<file path="src/logic/eq_cfg.svh">
`ifndef EQ_CFG_SVH
`define EQ_CFG_SVH

// Filter geometry
`define EQ_NUM_TAPS     11
`define EQ_CENTER_TAP   5    // Tap holding 1.0 after reset

// Input samples, S(8,7)
`define EQ_NBT_IN       8
`define EQ_NBF_IN       7

// Coefficients, S(28,25)
`define EQ_NBT_TAP      28
`define EQ_NBF_TAP      25

// Equalized samples, S(12,9)
`define EQ_NBT_OUT      12
`define EQ_NBF_OUT      9

// Slicer error, same fraction as the output
`define EQ_NBT_ERR      12

// LMS step of 2^-8
`define EQ_STEP_SHIFT   8

// Decision magnitude in output format
`define EQ_SLICE_LEVEL  256  // 0.5

`endif

</file>
<file path="src/logic/eq_pkg.sv">
`default_nettype none

`include "eq_cfg.svh"

package eq_pkg;

  // Scalar formats
  typedef logic signed [`EQ_NBT_IN-1:0]  sample_t;  // S(8,7)
  typedef logic signed [`EQ_NBT_TAP-1:0] tap_t;     // S(28,25)
  typedef logic signed [`EQ_NBT_OUT-1:0] out_t;     // S(12,9)
  typedef logic signed [`EQ_NBT_ERR-1:0] err_t;     // Fraction 9

  // Full product is 36 bits; four guard bits cover eleven terms
  typedef logic signed [`EQ_NBT_IN+`EQ_NBT_TAP+3:0] acc_t;

  // Per-rail collections
  typedef sample_t window_t [`EQ_NUM_TAPS];  // Index 0 is the newest sample
  typedef tap_t    taps_t   [`EQ_NUM_TAPS];

endpackage

`default_nettype wire

</file>
<file path="src/logic/qpsk_slicer_error.sv">
`timescale 1ns/10ps
`default_nettype none

`include "eq_cfg.svh"

module qpsk_slicer_error (
  input  wire logic          clk,
  input  wire logic          i_rst,
  input  wire logic          i_sym_valid,
  input  wire eq_pkg::out_t  i_sym_i,
  input  wire eq_pkg::out_t  i_sym_q,
  output eq_pkg::err_t       o_err_i,
  output eq_pkg::err_t       o_err_q,
  output logic               o_err_valid
);

  import eq_pkg::*;

  localparam out_t LEVEL = out_t'(`EQ_SLICE_LEVEL);  // 0.5 in S(12,9)

  // Range stays within +-1792, so the difference never wraps
  function automatic err_t slice_err(out_t sym);
    out_t decision;
    decision = sym[`EQ_NBT_OUT-1] ? -LEVEL : LEVEL;  // Zero counts as positive
    return err_t'(sym - decision);
  endfunction

  always_ff @(posedge clk) begin
    if (i_sym_valid) begin
      o_err_i <= slice_err(i_sym_i);
      o_err_q <= slice_err(i_sym_q);
    end
  end

  always_ff @(posedge clk) begin
    if (i_rst) begin
      o_err_valid <= 1'b0;
    end else begin
      o_err_valid <= i_sym_valid;            // One pulse per decided symbol
    end
  end

endmodule

`default_nettype wire

</file>
<file path="config.mk">
export PLATFORM = sky130hd
export DESIGN_NAME = qpsk_slicer_error
export DESIGN_NICKNAME = d
export VERILOG_FILES = /design/src/logic/eq_pkg.sv /design/src/logic/qpsk_slicer_error.sv
export VERILOG_INCLUDE_DIRS = /design/src /design/src/logic
export SDC_FILE = /design/constraint.sdc
export NUM_CORES = 1
export LEC_CHECK = 0
export BUFFER_PORTS_ARGS = -buffer_cell sky130_fd_sc_hd__buf_4
export CAP_MARGIN = 20
export CORE_MARGIN = 3
export CORE_UTILIZATION = 42
export DETAILED_ROUTE_END_ITERATION = 10
export GPL_ROUTABILITY_DRIVEN = 0
export PLACE_DENSITY = 0.77
export SLEW_MARGIN = 10
export SYNTH_ARGS = -nofsm -noshare
export SYNTH_HDL_FRONTEND = slang
export SYNTH_SLANG_ARGS = --single-unit
</file>
<file path="constraint.sdc">
create_clock -name clk -period 1.3 [get_ports clk]
set_clock_uncertainty 0.05 [all_clocks]
set_input_delay 0.13 -clock clk [delete_from_list [all_inputs] [get_ports clk]]
set_output_delay 0.13 -clock clk [all_outputs]
set_load 0.1 [all_outputs]
</file>
# Word level (Yosys, flattened, before mapping)
# Index checks and enable logic that the tools add are counted.
# totals
regBits,25
input_bits,27
# op_classes
addsub,2
n_mux,2
# op_table
op,count
12-bit two-way mux,2
12-bit subtractor,2

# Logic depth before layout (Yosys ltp)
# depth
ltp_word,2
depth_mapped,4
mapped_depth_nobuf,4

# Least setup slack after synthesis
# No wires, ideal clock.
# synth_path
path_kind,register to output
from,reg o_err_valid
to,out o_err_valid
setup_slack_ns,0.211
path_stages_with_launch,1
required_time_ns,1.120
arrival_time_ns,0.909
path_cell_list,dfxtp_1
# synth_rtl
item,line_no,rtl
"start, declared",qpsk_slicer_error.sv:14,output logic o_err_valid
"start signal, assigned",qpsk_slicer_error.sv:39,o_err_valid <= i_sym_valid;
# No word-level cell between the ends.

# Worst setup path after layout
# layout_path
from,reg o_err_q[3]
to,out o_err_q[3]
# layout_rtl
item,line_no,rtl
"start, declared",qpsk_slicer_error.sv:13,"output eq_pkg::err_t o_err_q,"
"start signal, assigned",qpsk_slicer_error.sv:31,o_err_q <= slice_err(i_sym_q);
# No word-level cell between the ends.

==> flow_metrics.env <==
export IMPL_grtUsageTotal=0.170
export IMPL_drt_iter0_markers=3
export IMPL_cap_violations=0
export IMPL_finalNetCount=148
export IMPL_fin_crit_sh=0.891
export IMPL_row_count=16
export IMPL_slew_headroom=0.792
export IMPL_switching_share=0.395
export IMPL_worst_slew_pin_slew_ps=311
export IMPL_rsz0062_at_grt="false"
export IMPL_die_x_um=52.3
export IMPL_start_util=0.449
export IMPL_clock_sinks=25
export IMPL_cts_clk_slew_worst_paths_ps=120
export IMPL_syn_inst=42
export IMPL_crit_chain="buf_4"
export IMPL_avgSynthCellArea_um2=21.4
export IMPL_synth_top_family_by_area="adder cells"
export IMPL_fp_dieH_um=52.3
export IMPL_clock_path_buffers=2
export IMPL_cts_setup_buffers=0
export IMPL_synth_xor_area_frac=0.0195
export IMPL_root_buffer="clkbuf_4"
export IMPL_grt_ovfl_total=0
export IMPL_finalNonFillerCells=141
export IMPL_critPathMaxStageDelay_ps=380
export IMPL_grt_pass1_vias=600
export IMPL_fp_dieArea_mm2=0.00273
export IMPL_p_leak_uw=0.000671
export IMPL_wirelength_um=2160
export IMPL_cp_arrival_ps=980
export IMPL_critPathKind="reg -> out"
export IMPL_vdd_ir_drop_max_uv=814
export IMPL_fillers=138
export IMPL_power_density_mw_per_mm2=1400
export IMPL_area_delta_synth_final_pct=68.2
export IMPL_busiest_layer="met2"
export IMPL_status="completed"
export IMPL_htree_levels=1
export IMPL_fmax_ghz=0.863
export IMPL_fin_crit_ps=1160
export IMPL_cts_made_buffers=3
export IMPL_start_kind="flop"
export IMPL_p_seq_frac=0.467
export IMPL_post_route_util=0.755
export IMPL_core_mm2=0.00200
export IMPL_yosys_warnings=0
export IMPL_ys_ff_latch=25
export IMPL_drive_gt1_frac=0.482
export IMPL_ioPinCount=52
export IMPL_crit_path_top_delay_cell="edfxtp_1"
export IMPL_finalHoldViolCount=0
export IMPL_syn_cell_area_um2=898
export IMPL_tns_ps=0
export IMPL_antenna_cells=0
export IMPL_crit_path_end_kind="output pin"
export IMPL_grt_use_met2=0.287
export IMPL_port_buffers=51
export IMPL_via_per_inst=4.48
export IMPL_routedWlPerCell_um=15.3
export IMPL_cts_tree="done"
export IMPL_grt_pass1_wl_um=3170
export IMPL_drc=0
export IMPL_dp_cells=120
export IMPL_cp_required_ps=1120
export IMPL_crit_family="flip-flops"
export IMPL_hold_class="in -> reg"
export IMPL_maxSlewViolCount=0
export IMPL_grt_start_max_net_pins=26
export IMPL_switchingPower_uw=835
export IMPL_antenna_found_initial=0
export IMPL_met3_usage=0.0370
export IMPL_postCtsHoldBufs=17
export IMPL_synth_simple_gate_area_share=0.00696
export IMPL_synth_nets=75
export IMPL_multi_input_area_um2=143
export IMPL_seqCellArea_um2=741
export IMPL_firstDrtPassIters=4
export IMPL_finalSetupViolCount=0
export IMPL_synth_compound_area_share=0.0320
export IMPL_final_antenna_net_count=0
export IMPL_yosysSeqAreaShare=0.825
export IMPL_muxShareOfSynthArea=0
export IMPL_synth_distinct_cells=10
export IMPL_num_vias=632
export IMPL_p_int_uw=1280
export IMPL_worstPathMaxFanout=1
export IMPL_met1_usage=0.209
export IMPL_yosys_area_share_adder=0.100
export IMPL_clkPwrFrac=0.154
export IMPL_cp_num_buf_inv=1
export IMPL_power_frac_comb=0.379
export IMPL_cts_resized=0
==> power groups by stage <==
stage | combinational, uW | clock (uW) | sequential, uW
finish | 800 | 326 | 987
CTS | 798 | 327 | 985
detailed placement | 755 | 0 | 1000
floorplan | 40.0 | 0 | 1520
global route | 825 | 369 | 994
global placement | 747 | 0 | 1000
==> per-stage QoR <==
stage	area, um^2	hold WS, ps	total power [uW]	worst slack [ps]
floorplan	898	152	1560	211
global placement	1320	239	1750	155
detailed placement	1320	247	1760	139
CTS	1510	41.8	2110	165
global route	1510	28.7	2190	79.2
finish	1510	39.9	2110	142
==> path summary, 6_finish.rpt <==
check	depth (start not counted)	startpoint	end	slack, ps
setup / recovery	1	o_err_q[3]	o_err_q[3]	140
hold / removal	2	i_sym_q[8]	o_err_q[8]	40
==> registers in the layout, indices dropped and copies added (netlist names) <==
register / cells
o_err_q: 12
o_err_i: 12
o_err_valid: 1
==> layout by cell type, fill, tap and decap left out <==
master	Yosys	final
a21o_1	2	2
a21oi_1	1	1
a21oi_2	1	1
buf_4	0	51
clkbuf_1	0	1
clkbuf_4	0	3
dfxtp_1	1	1
dlygate4sd3_1	0	17
edfxtp_1	24	24
fa_1	2	2
ha_1	4	4
inv_1	4	4
nor2b_1	1	1
xor2_1	2	2
==> cells in the mapped netlist <==
cell | count | share of area
nor2b_1 | 1 | 0.0070
fa_1 | 2 | 0.045
xor2_1 | 2 | 0.020
a21oi_1 | 1 | 0.0056
inv_1 | 4 | 0.017
dfxtp_1 | 1 | 0.022
edfxtp_1 | 24 | 0.80
a21oi_2 | 1 | 0.0098
ha_1 | 4 | 0.056
a21o_1 | 2 | 0.017
==> per-layer routing <==
layer / share of wire / vias up
li1: - / 299
met1: 0.41 / 293
met2: 0.48 / 38
met3: 0.10 / 2
met4: 0.0046 / 0
met5: 0 / -
==> cell families (layout without fill, tap and decap cells) <==
group,Yosys count,in the layout
flops,25,25
xor+xnor,2,2
fa+ha+maj,6,6
compound gates,4,4
buf+inv,4,76
simple gates,1,1
==> cell type report <==
type | instances | area share
timing repair buffer | 68 | 0.366
sequential | 25 | 0.490
clock buffer | 4 | 0.0174
inverter | 4 | 0.00993
tap | 27 | 0.0224
multi-input combinational | 13 | 0.0944
Note: power is estimated with default switching activity, not from simulation.
