==> src/logic/eq_cfg.svh <==
`ifndef EQ_CFG_SVH
`define EQ_CFG_SVH

// Filter geometry
`define EQ_NUM_TAPS     11
`define EQ_CENTER_TAP   5    // Tap holding 1.0 after reset

// Input samples, S(8,7)
`define EQ_NBT_IN       8
`define EQ_NBF_IN       7

// Coefficients, S(28,25)
`define EQ_NBT_TAP      28
`define EQ_NBF_TAP      25

// Equalized samples, S(12,9)
`define EQ_NBT_OUT      12
`define EQ_NBF_OUT      9

// Slicer error, same fraction as the output
`define EQ_NBT_ERR      12

// LMS step of 2^-8
`define EQ_STEP_SHIFT   8

// Decision magnitude in output format
`define EQ_SLICE_LEVEL  256  // 0.5

`endif

==> src/logic/eq_pkg.sv <==
`default_nettype none

`include "eq_cfg.svh"

package eq_pkg;

  // Scalar formats
  typedef logic signed [`EQ_NBT_IN-1:0]  sample_t;  // S(8,7)
  typedef logic signed [`EQ_NBT_TAP-1:0] tap_t;     // S(28,25)
  typedef logic signed [`EQ_NBT_OUT-1:0] out_t;     // S(12,9)
  typedef logic signed [`EQ_NBT_ERR-1:0] err_t;     // Fraction 9

  // Full product is 36 bits; four guard bits cover eleven terms
  typedef logic signed [`EQ_NBT_IN+`EQ_NBT_TAP+3:0] acc_t;

  // Per-rail collections
  typedef sample_t window_t [`EQ_NUM_TAPS];  // Index 0 is the newest sample
  typedef tap_t    taps_t   [`EQ_NUM_TAPS];

endpackage

`default_nettype wire

==> src/logic/eq_delay_line.sv <==
`timescale 1ns/10ps
`default_nettype none

`include "eq_cfg.svh"

module eq_delay_line (
  input  wire logic             clk,
  input  wire logic             i_rst,
  input  wire logic             i_en,      // One pulse per sample
  input  wire eq_pkg::sample_t  i_sample,
  output eq_pkg::window_t       o_window
);

  always_ff @(posedge clk) begin
    if (i_rst) begin
      o_window <= '{default: '0};
    end else if (i_en) begin
      o_window[0] <= i_sample;               // Newest at the head
      for (int k = 1; k < `EQ_NUM_TAPS; k++) begin
        o_window[k] <= o_window[k-1];        // Age by one sample
      end
    end
  end

  // The filter and the LMS snapshot both rely on the window holding between strobes
  for (genvar k = 0; k < `EQ_NUM_TAPS; k++) begin : g_hold_chk
    a_window_hold: assert property (
      @(posedge clk) disable iff (i_rst)
      !i_en |=> $stable(o_window[k])
    ) else $error("window slot %0d moved without a sample strobe", k);
  end

endmodule

`default_nettype wire

==> config.mk <==
export PLATFORM = sky130hd
export DESIGN_NAME = eq_delay_line
export DESIGN_NICKNAME = d
export VERILOG_FILES = /design/src/logic/eq_pkg.sv /design/src/logic/eq_delay_line.sv
export VERILOG_INCLUDE_DIRS = /design/src /design/src/logic
export SDC_FILE = /design/constraint.sdc
export NUM_CORES = 1
export LEC_CHECK = 0
export BUFFER_PORTS_ARGS = -buffer_cell sky130_fd_sc_hd__buf_2
export CORE_ASPECT_RATIO = 1.1
export CORE_MARGIN = 2
export CORE_UTILIZATION = 54
export DETAILED_ROUTE_END_ITERATION = 7
export PLACE_DENSITY = 0.85
export SLEW_MARGIN = 20
export SYNTH_ARGS = -nofsm -noshare
export SYNTH_HDL_FRONTEND = slang
export SYNTH_SLANG_ARGS = --single-unit
export TNS_END_PERCENT = 50
==> constraint.sdc <==
create_clock -name clk -period 1.9 [get_ports clk]
set_input_delay 0.38 -clock clk [delete_from_list [all_inputs] [get_ports clk]]
set_output_delay 0.38 -clock clk [all_outputs]
set_load 0.02 [all_outputs]
# After elaboration in Yosys (flattened, before gate mapping)

Cells that the tools add are included.

Input port bits: 11
Register bits: 88
Output and inout port bits: 88

# Depth between registers and ports, before layout

Gate-level depths: netlist of run 1.

Depth in word-level cells: 0
Mapped depth: 5

# Least setup slack after synthesis of run 1

OpenSTA, ideal clock, no wires.

Path type: input port to flip-flop
Start: in i_en
End: reg o_window[75] in the netlist's numbering
Setup time: 128 ps
Arrival time: 1013 ps
Path slack: 759 ps
Stages on the path: 5
Path through: buf_4 -> buf_8 -> buf_8 -> mux2i_1 -> nor2_1

RTL lines:

| element                       | RTL line            | text |
|---|---|---|
| start, declared               | eq_delay_line.sv:9  | `input wire logic i_en,` |
| end signal, assigned by index | eq_delay_line.sv:20 | `o_window[k] <= o_window[k-1];` |
| end, declared                 | eq_delay_line.sv:11 | `output eq_pkg::window_t o_window` |

# Final worst setup path of run 1

Start: reg o_window[10] in the netlist's numbering
End: out o_window[10] in the netlist's numbering

No word-level cell between the ends.

==> results.toml, run 1 <==
[critical_path]
crit_start = "o_window[10]"
critPathLaunchType = "flip-flop"
cp.depth = 1
worst_reg2reg_setup_slack_ps = 1200
critical-path-top-delay-family = "flip-flops"
slowest_stage = "dfxtp_1"
worst_path_required_time_ps = 1520
crit_chain = "buf_2"
worst_r2r_path_depth = 2
critPathMaxFanout = 3
worst_setup_path_endpoint = "o_window[10]"
cp.arrival_ps = 910
critPathKind = "reg -> out"
terminus_of_the_critical_flop_to_flop_path = "o_window[20]"
worst-path-buf-inv = 1
reg2reg_from = "o_window[28]"
cp_slowest_stage_delay_ps = 380
endpoint_kind = "output port"

[place]
io_buffers = 98
place_ws_ps = 619
place_inst = 442
post_detailed_placement_half_perimeter_wirelength_um = 3680
place.gp.congestion = 0.707

[die]
dieHeight_um = 83.7
fp.dieW_um = 76.4
ioPinCount = 99
start_util = 0.550
fp-row-count = 29
die_area_um2 = 6390
fp.coreArea_um2 = 5660

[synthesis]
post_synth_inst_count = 284
netlist-cell-type-count = 8
synthesis.yosys.warnings = 0
post_synthesis_sequential_element_count = 88
ys_seq_area_frac = 0.566
synthesized_area_per_cell_um2 = 11.0
syn_nets = 295
syn_area_um2 = 3110

[cts]
cts_resized = 0
htreeDepth = 3
tritoncts = "yes"
clk_latency_ps = 350
postCtsHoldBufs = 0
cts_buffers = 9
cts_max_path_buffers = 2
post_cts.repair.setup_buffers = 0
cts.reportedPaths.clkPinSlew_ps = 80
root_buffer_cell = "clkbuf_8"
tritoncts_num_sinks = 88

[timing]
final-max-slew-violation-count = 0
period_share = 0.680
tightestPinTransition_ps = 363
timing_hold_violations_final = 0
setup_tns_final_ps = 0
clock.fmax_ghz = 0.774
final.setup_skew_ps = 8.33
post-route-worst-setup-slack_ps = 607
maxSlewHeadroom = 0.758
finalSetupViolCount = 0
finalCriticalPeriod_ps = 1290
hold_ws_ps = 264
rsz0062_at_grt = "no"

[global_routing]
grt_pass1_vias = 2026
antenna_found_initial = 0
globalRoute.totalOverflow = 0
grt_use_total = 0.182
grt_first_pass_wirelength_um = 9470
grt_start_max_net_pins = 89

[run]
max_cap_viol_count = 0

[power_and_ir_drop]
pwr_density_cell_nw_per_um2 = 935
p_total_mw = 3.61
p_leak_nw = 2.03
worst_ir_drop_vdd_mv = 0.692

[drt]
drt_drc_violations_left = 0
detailroute.via_count = 2230
dr_pass1_iterations = 4
detail-route-antenna-nets = 0
routed_wl_um = 5750
vias_per_cell = 4.89
drt-initial-drc-count = 50
routedWlPerCell_um = 12.6

[layout]
drive_gt1_frac = 0.303
largest_register_ff_count = 88
antenna_cells = 0
reg_top3 = "o_window: 88 flops"
final_net_count = 387
final.fill_count = 481
final_cells = 456
registers.top_by_ff_count = "o_window"
syn2layout_area_growth_pct = 24.1

[min_path]
source_of_the_worst_hold_timing_path = "i_sample[5]"
hold_path_class = "in -> reg"

[status]
status = "complete, no violations"
[kinds of logic after synthesis]
| family | synth area share |
|---|---|
| buffers and inverters | 0.0454 |
| muxes | 0.283 |
| and+or+nand+nor | 0.106 |
| DFF | 0.566 |
[area by class of cell]
class,count,area [µm²],share of cell area
Timing Repair Buffer,101,553,0.143
Clock buffer,11,151,0.0392
Multi-Input combinational cell,176,1210,0.313
Tap cell,77,96.3,0.0249
Sequential cell,88,1760,0.456
Clock inverter,3,90.1,0.0233
[worst reg2reg max path, stage by stage, from the launching register on]
cell and delay (ps):
dfxtp_1 330, mux2i_1 190, nor2_1 70
[cell usage after synthesis]
master / instances / area share
mux2i_1: 88 / 0.28
buf_2: 2 / 0.0032
buf_8: 3 / 0.014
buf_4: 8 / 0.019
dfxtp_1: 88 / 0.57
buf_1: 1 / 0.0012
clkbuf_1: 6 / 0.0072
nor2_1: 88 / 0.11
[metal layers]
metal  global-route usage  vias up  share of wire
li1                     -     1122              -
met1                0.241     1023           0.48
met2                0.275       74           0.43
met3               0.0465       11          0.064
met4               0.0942        0          0.021
met5                    0        -              0
[worst min-delay path by stage]
stage,endpoint,cells after the start
global placement,o_window[1],2
CTS,o_window[85],3
detailed placement,o_window[6],2
floorplan,o_window[85],2
finish,o_window[85],3
global route,o_window[80],3
[through the flow]
stage	instance area, µm²	util
floorplan	3110	-
global placement	3620	0.640
detailed placement	3620	0.640
CTS	3860	0.683
global route	3860	0.683
finish	3860	0.683
[where the power goes]
part / internal, mW / leakage [nW] / switching, mW
logic: 0.0832 / 1.20 / 0.121
registers: 1.86 / 0.711 / 0.0150
clock network: 0.931 / 0.121 / 0.599
[layout by cell type (no fill, tap or decap)]
master,instances
buf_4,1
nor2_1,88
clkbuf_8,11
buf_2,97
dfxtp_1,88
bufinv_16,3
mux2i_1,88
buf_12,3
No activity file was read; power rests on OpenSTA's default activity.
==> run 2: changes to the inputs <==
CORE_UTILIZATION = 50   (was 54)
PLACE_DENSITY = 0.8   (was 0.85)
clock period = 1.2 ns   (was 1.9 ns; I/O delays follow)
==> run 2 against run 1 <==
Against the previous run:
- non-clock buffer count rose by 3
- via count increased by 1.7%
- routed wire length up 1.9%
- critical path depth stayed put
- critical path type unchanged
- highest routed layer unchanged
==> results.toml, run 2 (synthesis results as in run 1) <==
[cts]
tritoncts_num_sinks = 88
tritoncts = "yes"
cts_max_path_buffers = 2
cts.reportedPaths.clkPinSlew_ps = 80
root_buffer_cell = "clkbuf_8"
clk_latency_ps = 340
htreeDepth = 3
cts_buffers = 9

[layout]
final_net_count = 390
largest_register_ff_count = 88
final_design_area_no_fill_um2 = 3900
layout_common_cells = "buf_2 (97), mux2i_1 (88), nor2_1 (88)"
syn2layout_area_growth_pct = 25.2
drive_gt1_frac = 0.308
final_common_cell = "buf_2"
antenna_cells = 0
registers.top_by_ff_count = "o_window"
reg_top3 = "o_window: 88 flops"

[drt]
dr_pass1_iterations = 4
vias_per_cell = 4.90
routedWlPerCell_um = 12.7
routed_wl_um = 5860
drt_drc_violations_left = 0
detail-route-antenna-nets = 0
detailroute.via_count = 2267
drt-initial-drc-count = 59

[critical_path]
slowest_stage = "dfxtp_1"
worst_path_required_time_ps = 960
critical-path-top-delay-family = "flip-flops"
worst-path-buf-inv = 1
critPathMaxFanout = 3
crit_chain = "buf_2"
critPathKind = "reg -> out"
endpoint_kind = "output port"
critPathLaunchType = "flip-flop"
cp.arrival_ps = 900
cp_slowest_stage_delay_ps = 380

[global_routing]
antenna_found_initial = 0
grt_use_total = 0.175
grt_start_max_net_pins = 46
grt_pass1_vias = 2053
grt_first_pass_wirelength_um = 9490
globalRoute.totalOverflow = 0

[timing]
clock.fmax_ghz = 0.878
final-max-slew-violation-count = 0
tightestPinTransition_ps = 227
setup_tns_final_ps = 0
finalCriticalPeriod_ps = 1140
rsz0062_at_grt = "no"
maxSlewHeadroom = 0.849
period_share = 0.950
timing_hold_violations_final = 0
finalSetupViolCount = 0
final.setup_skew_ps = 6.58

[place]
place.gp.congestion = 0.678
post_detailed_placement_half_perimeter_wirelength_um = 4060
place_area_um2 = 3660
io_buffers = 98

[power_and_ir_drop]
worst_ir_drop_vdd_mv = 1.25
pwr_density_cell_nw_per_um2 = 1450
p_total_mw = 5.67
p_leak_nw = 2.04

[status]
status = "complete, no violations"

[die]
fp.coreArea_um2 = 6080
fp.dieW_um = 79.2
die_area_um2 = 6880
start_util = 0.512
fp-row-count = 30
ioPinCount = 99
dieHeight_um = 86.8

[run]
max_cap_viol_count = 0

[min_path]
hold_path_class = "in -> reg"
## run 2: cell types whose count changed in the layout (fill, tap and decap cells not counted)
cell	delta
dfxtp_2	+1
clkbuf_1	+2
buf_4	+2
dfxtp_1	-1
buf_12	+1
clkbuf_8	-1
## run 2: worst paths after layout
kind / start / endpoint / slack, ps / cells after the start
setup / recovery: o_window[32] / o_window[32] / 60 / 1
hold / removal: i_sample[1] / o_window[81] / 130 / 3
setup reg to reg: o_window[81] / o_window[73] / 530 / 2
hold reg to reg: o_window[2] / o_window[2] / 490 / 2
## run 2: routing by layer
metal / up-vias / part of all wire / track usage
met1: 1054 / 0.45 / 0.216
li1: 1132 / - / -
met3: 10 / 0.073 / 0.0552
met5: - / 0 / 0
met2: 71 / 0.46 / 0.278
met4: 0 / 0.017 / 0.0846
## run 2: layout make-up
type | count | area [µm²]
fill | 552 | 2180
tap | 80 | 100
multi-input combinational | 176 | 1210
sequential | 88 | 1760
clock buffer | 12 | 145
timing repair buffer | 104 | 588
clock inverter | 3 | 90.1
## run 2: power breakdown
part | switching, mW | total, mW | internal (mW)
Clock | 0.930 | 2.36 | 1.43
Combinational | 0.193 | 0.335 | 0.142
Sequential | 0.0243 | 2.97 | 2.95
## run 2: stage by stage
step / hold slack [ps] / std cells / setup WS (ps) / util
floorplan: 387 / 284 / 199 / -
global placement: 469 / 448 / 191 / 0.602
detailed placement: 477 / 448 / 132 / 0.602
CTS: 111 / 463 / 25.2 / 0.641
global route: 142 / 463 / 4.54 / 0.641
finish: 128 / 463 / 60.6 / 0.641
## run 2: what timing repair did
action | CTS | global route
hold buffers | 0 | 0
gates resized for setup | 0 | 1
buffers inserted | 0 | 0
setup endpoints to repair | 0 | 1
## run 2: worst register-to-register path, stage by stage, from the launching register on
cell and delay [ps]:
dfxtp_1 340, mux2i_1 170, nor2_1 60
==> run 3: changes to the inputs <==
CELL_PAD_IN_SITES_DETAIL_PLACEMENT = 2   (was not set)
CELL_PAD_IN_SITES_GLOBAL_PLACEMENT = 2   (was not set)
CORE_UTILIZATION = 31   (was 50)
RECOVER_POWER = 25   (was not set)
==> run 3 against run 2 <==
Against the previous run:
- register-to-register slack barely moved
- cell area down 0.51%
- first-iteration DRC count shrank 68%
- utilization shrank 25 points
- sequential share of layout area rose by 0.43 points
- non-clock buffer count grew 1
- count of clock-buffer cells in the layout shrank 1
- global-route usage decreased by 3.4 points
- critical path depth stayed put
- hold slack better by 0.77 ps
- via count increased by 2.9%
- final cell count increased by 8.4%
- critical path type unchanged
- largest power group unchanged
- highest routed layer unchanged
==> results.toml, run 3 (synthesis results as in run 1) <==
[status]
status = "complete, no violations"

[min_path]
hold_path_class = "in -> reg"

[die]
start_util = 0.316
fp-row-count = 38
fp.coreArea_um2 = 9840
dieHeight_um = 109
ioPinCount = 99
die_area_um2 = 10900
fp.dieW_um = 99.6

[power_and_ir_drop]
worst_ir_drop_vdd_mv = 0.432
pwr_density_cell_nw_per_um2 = 1280
seq_power_share = 0.598
p_total_mw = 4.98
p_leak_nw = 2.00
clockPowerShare = 0.335
intPower_mw = 3.80
portion_of_total_power_attributed_to_combinational_logic = 0.068
power.switching_fraction = 0.236
switching_power_mw = 1.18

[global_routing]
grt_start_max_net_pins = 50
grt_use_total = 0.142
antenna_found_initial = 0
grt_pass1_vias = 2415
globalRoute.totalOverflow = 0
grt_first_pass_wirelength_um = 12100

[cts]
cts.reportedPaths.clkPinSlew_ps = 80
htreeDepth = 3
root_buffer_cell = "clkbuf_8"
tritoncts_num_sinks = 88
cts_buffers = 9
cts_max_path_buffers = 2
post_cts.repair.setup_buffers = 0
tritoncts = "yes"
postCtsHoldBufs = 0
clk_latency_ps = 340

[drt]
detail-route-antenna-nets = 0
detailroute.via_count = 2333
routed_wl_um = 7490
vias_per_cell = 4.65
drt-initial-drc-count = 19
routedWlPerCell_um = 14.9
dr_pass1_iterations = 4
drt_drc_violations_left = 0

[critical_path]
cp_slowest_stage_delay_ps = 370
critPathLaunchType = "flip-flop"
critical-path-top-delay-family = "flip-flops"
slowest_stage = "dfxtp_1"
worst_path_required_time_ps = 960
endpoint_kind = "output port"
cp.arrival_ps = 910
critPathMaxFanout = 3
critPathKind = "reg -> out"
worst-path-buf-inv = 1
crit_chain = "buf_2"

[place]
io_buffers = 98
place_inst = 489
post_detailed_placement_half_perimeter_wirelength_um = 5320
place.gp.congestion = 0.671
place_area_um2 = 3720

[layout]
final_net_count = 391
layout_common_cells = "mux2i_1 (88), nor2_1 (88), buf_2 (84)"
reg_top3 = "o_window: 88 flops"
final_cells = 502
final.fill_count = 1093
drive_gt1_frac = 0.319
antenna_cells = 0
registers.top_by_ff_count = "o_window"
final_design_area_no_fill_um2 = 3880
syn2layout_area_growth_pct = 24.5
largest_register_ff_count = 88

[timing]
final.setup_skew_ps = 6.05
clock.fmax_ghz = 0.873
tightestPinTransition_ps = 433
timing_hold_violations_final = 0
hold_ws_ps = 129
finalCriticalPeriod_ps = 1150
maxSlewHeadroom = 0.711
finalSetupViolCount = 0
final-max-slew-violation-count = 0
period_share = 0.954
rsz0062_at_grt = "no"
setup_tns_final_ps = 0

[run]
max_cap_viol_count = 0
-- run 3: cell types whose count changed in the layout (fill, tap and decap cells not counted), moves of 3 or more --
cell | previous run | this run
bufinv_16 | 3 | 0
dfxtp_2 | 1 | 7
dfxtp_1 | 87 | 81
buf_2 | 97 | 84
buf_4 | 3 | 14
-- run 3: power groups by stage --
stage                     Combinational, mW  Clock [mW]  Sequential [mW]
after floorplan                       0.222           0             3.08
after CTS                             0.352        1.77             2.98
after detailed placement              0.351           0             3.04
after global placement                0.344           0             3.04
final                                 0.336        1.67             2.97
after global routing                  0.367        1.88             2.98
-- run 3: what timing repair did --
| action | in CTS | in global routing |
|---|---|---|
| setup endpoints to repair | 1 | 18 |
| resized for setup | 1 | 19 |
| gates cloned | 0 | 0 |
| hold endpoints to repair | 0 | 0 |
-- run 3: path summary, 6_finish.rpt --
check / startpoint / cells after the start / slack (ps) / endpoint
setup reg to reg: o_window[61] / 2 / 530 / o_window[53]
hold reg to reg: o_window[4] / 2 / 500 / o_window[4]
setup / recovery: o_window[24] / 1 / 50 / o_window[24]
hold / removal: i_sample[4] / 3 / 130 / o_window[84]
-- run 3: worst min-delay path, delay by kind of cell --
kind / cells / cell delay, ps
buf+inv: 1 / 70
simple gates: 1 / 70
mux: 1 / 50
-- run 3: metal layers --
metal,up-vias,share of wire,GRT usage
li1,1136,-,-
met1,1112,0.46,0.174
met2,76,0.45,0.222
met3,9,0.073,0.0506
met4,0,0.017,0.0675
met5,-,0,0
-- run 3: area by class of cell --
type | count | area, µm² | area share
clock buffers | 11 | 131 | 0.0339
well taps | 120 | 150 | 0.0387
multi-input cells | 176 | 1210 | 0.312
flip-flops and latches | 88 | 1770 | 0.457
clock inverters | 2 | 10.0 | 0.00258
repair buffers | 105 | 604 | 0.156
-- run 3: stage by stage --
| stage | setup WS (ps) | util |
|---|---|---|
| after floorplan | 199 | - |
| after global placement | 140 | 0.378 |
| after detailed placement | 92.8 | 0.378 |
| after CTS | 4.16 | 0.392 |
| after global routing | 1.31 | 0.394 |
| final | 54.9 | 0.394 |
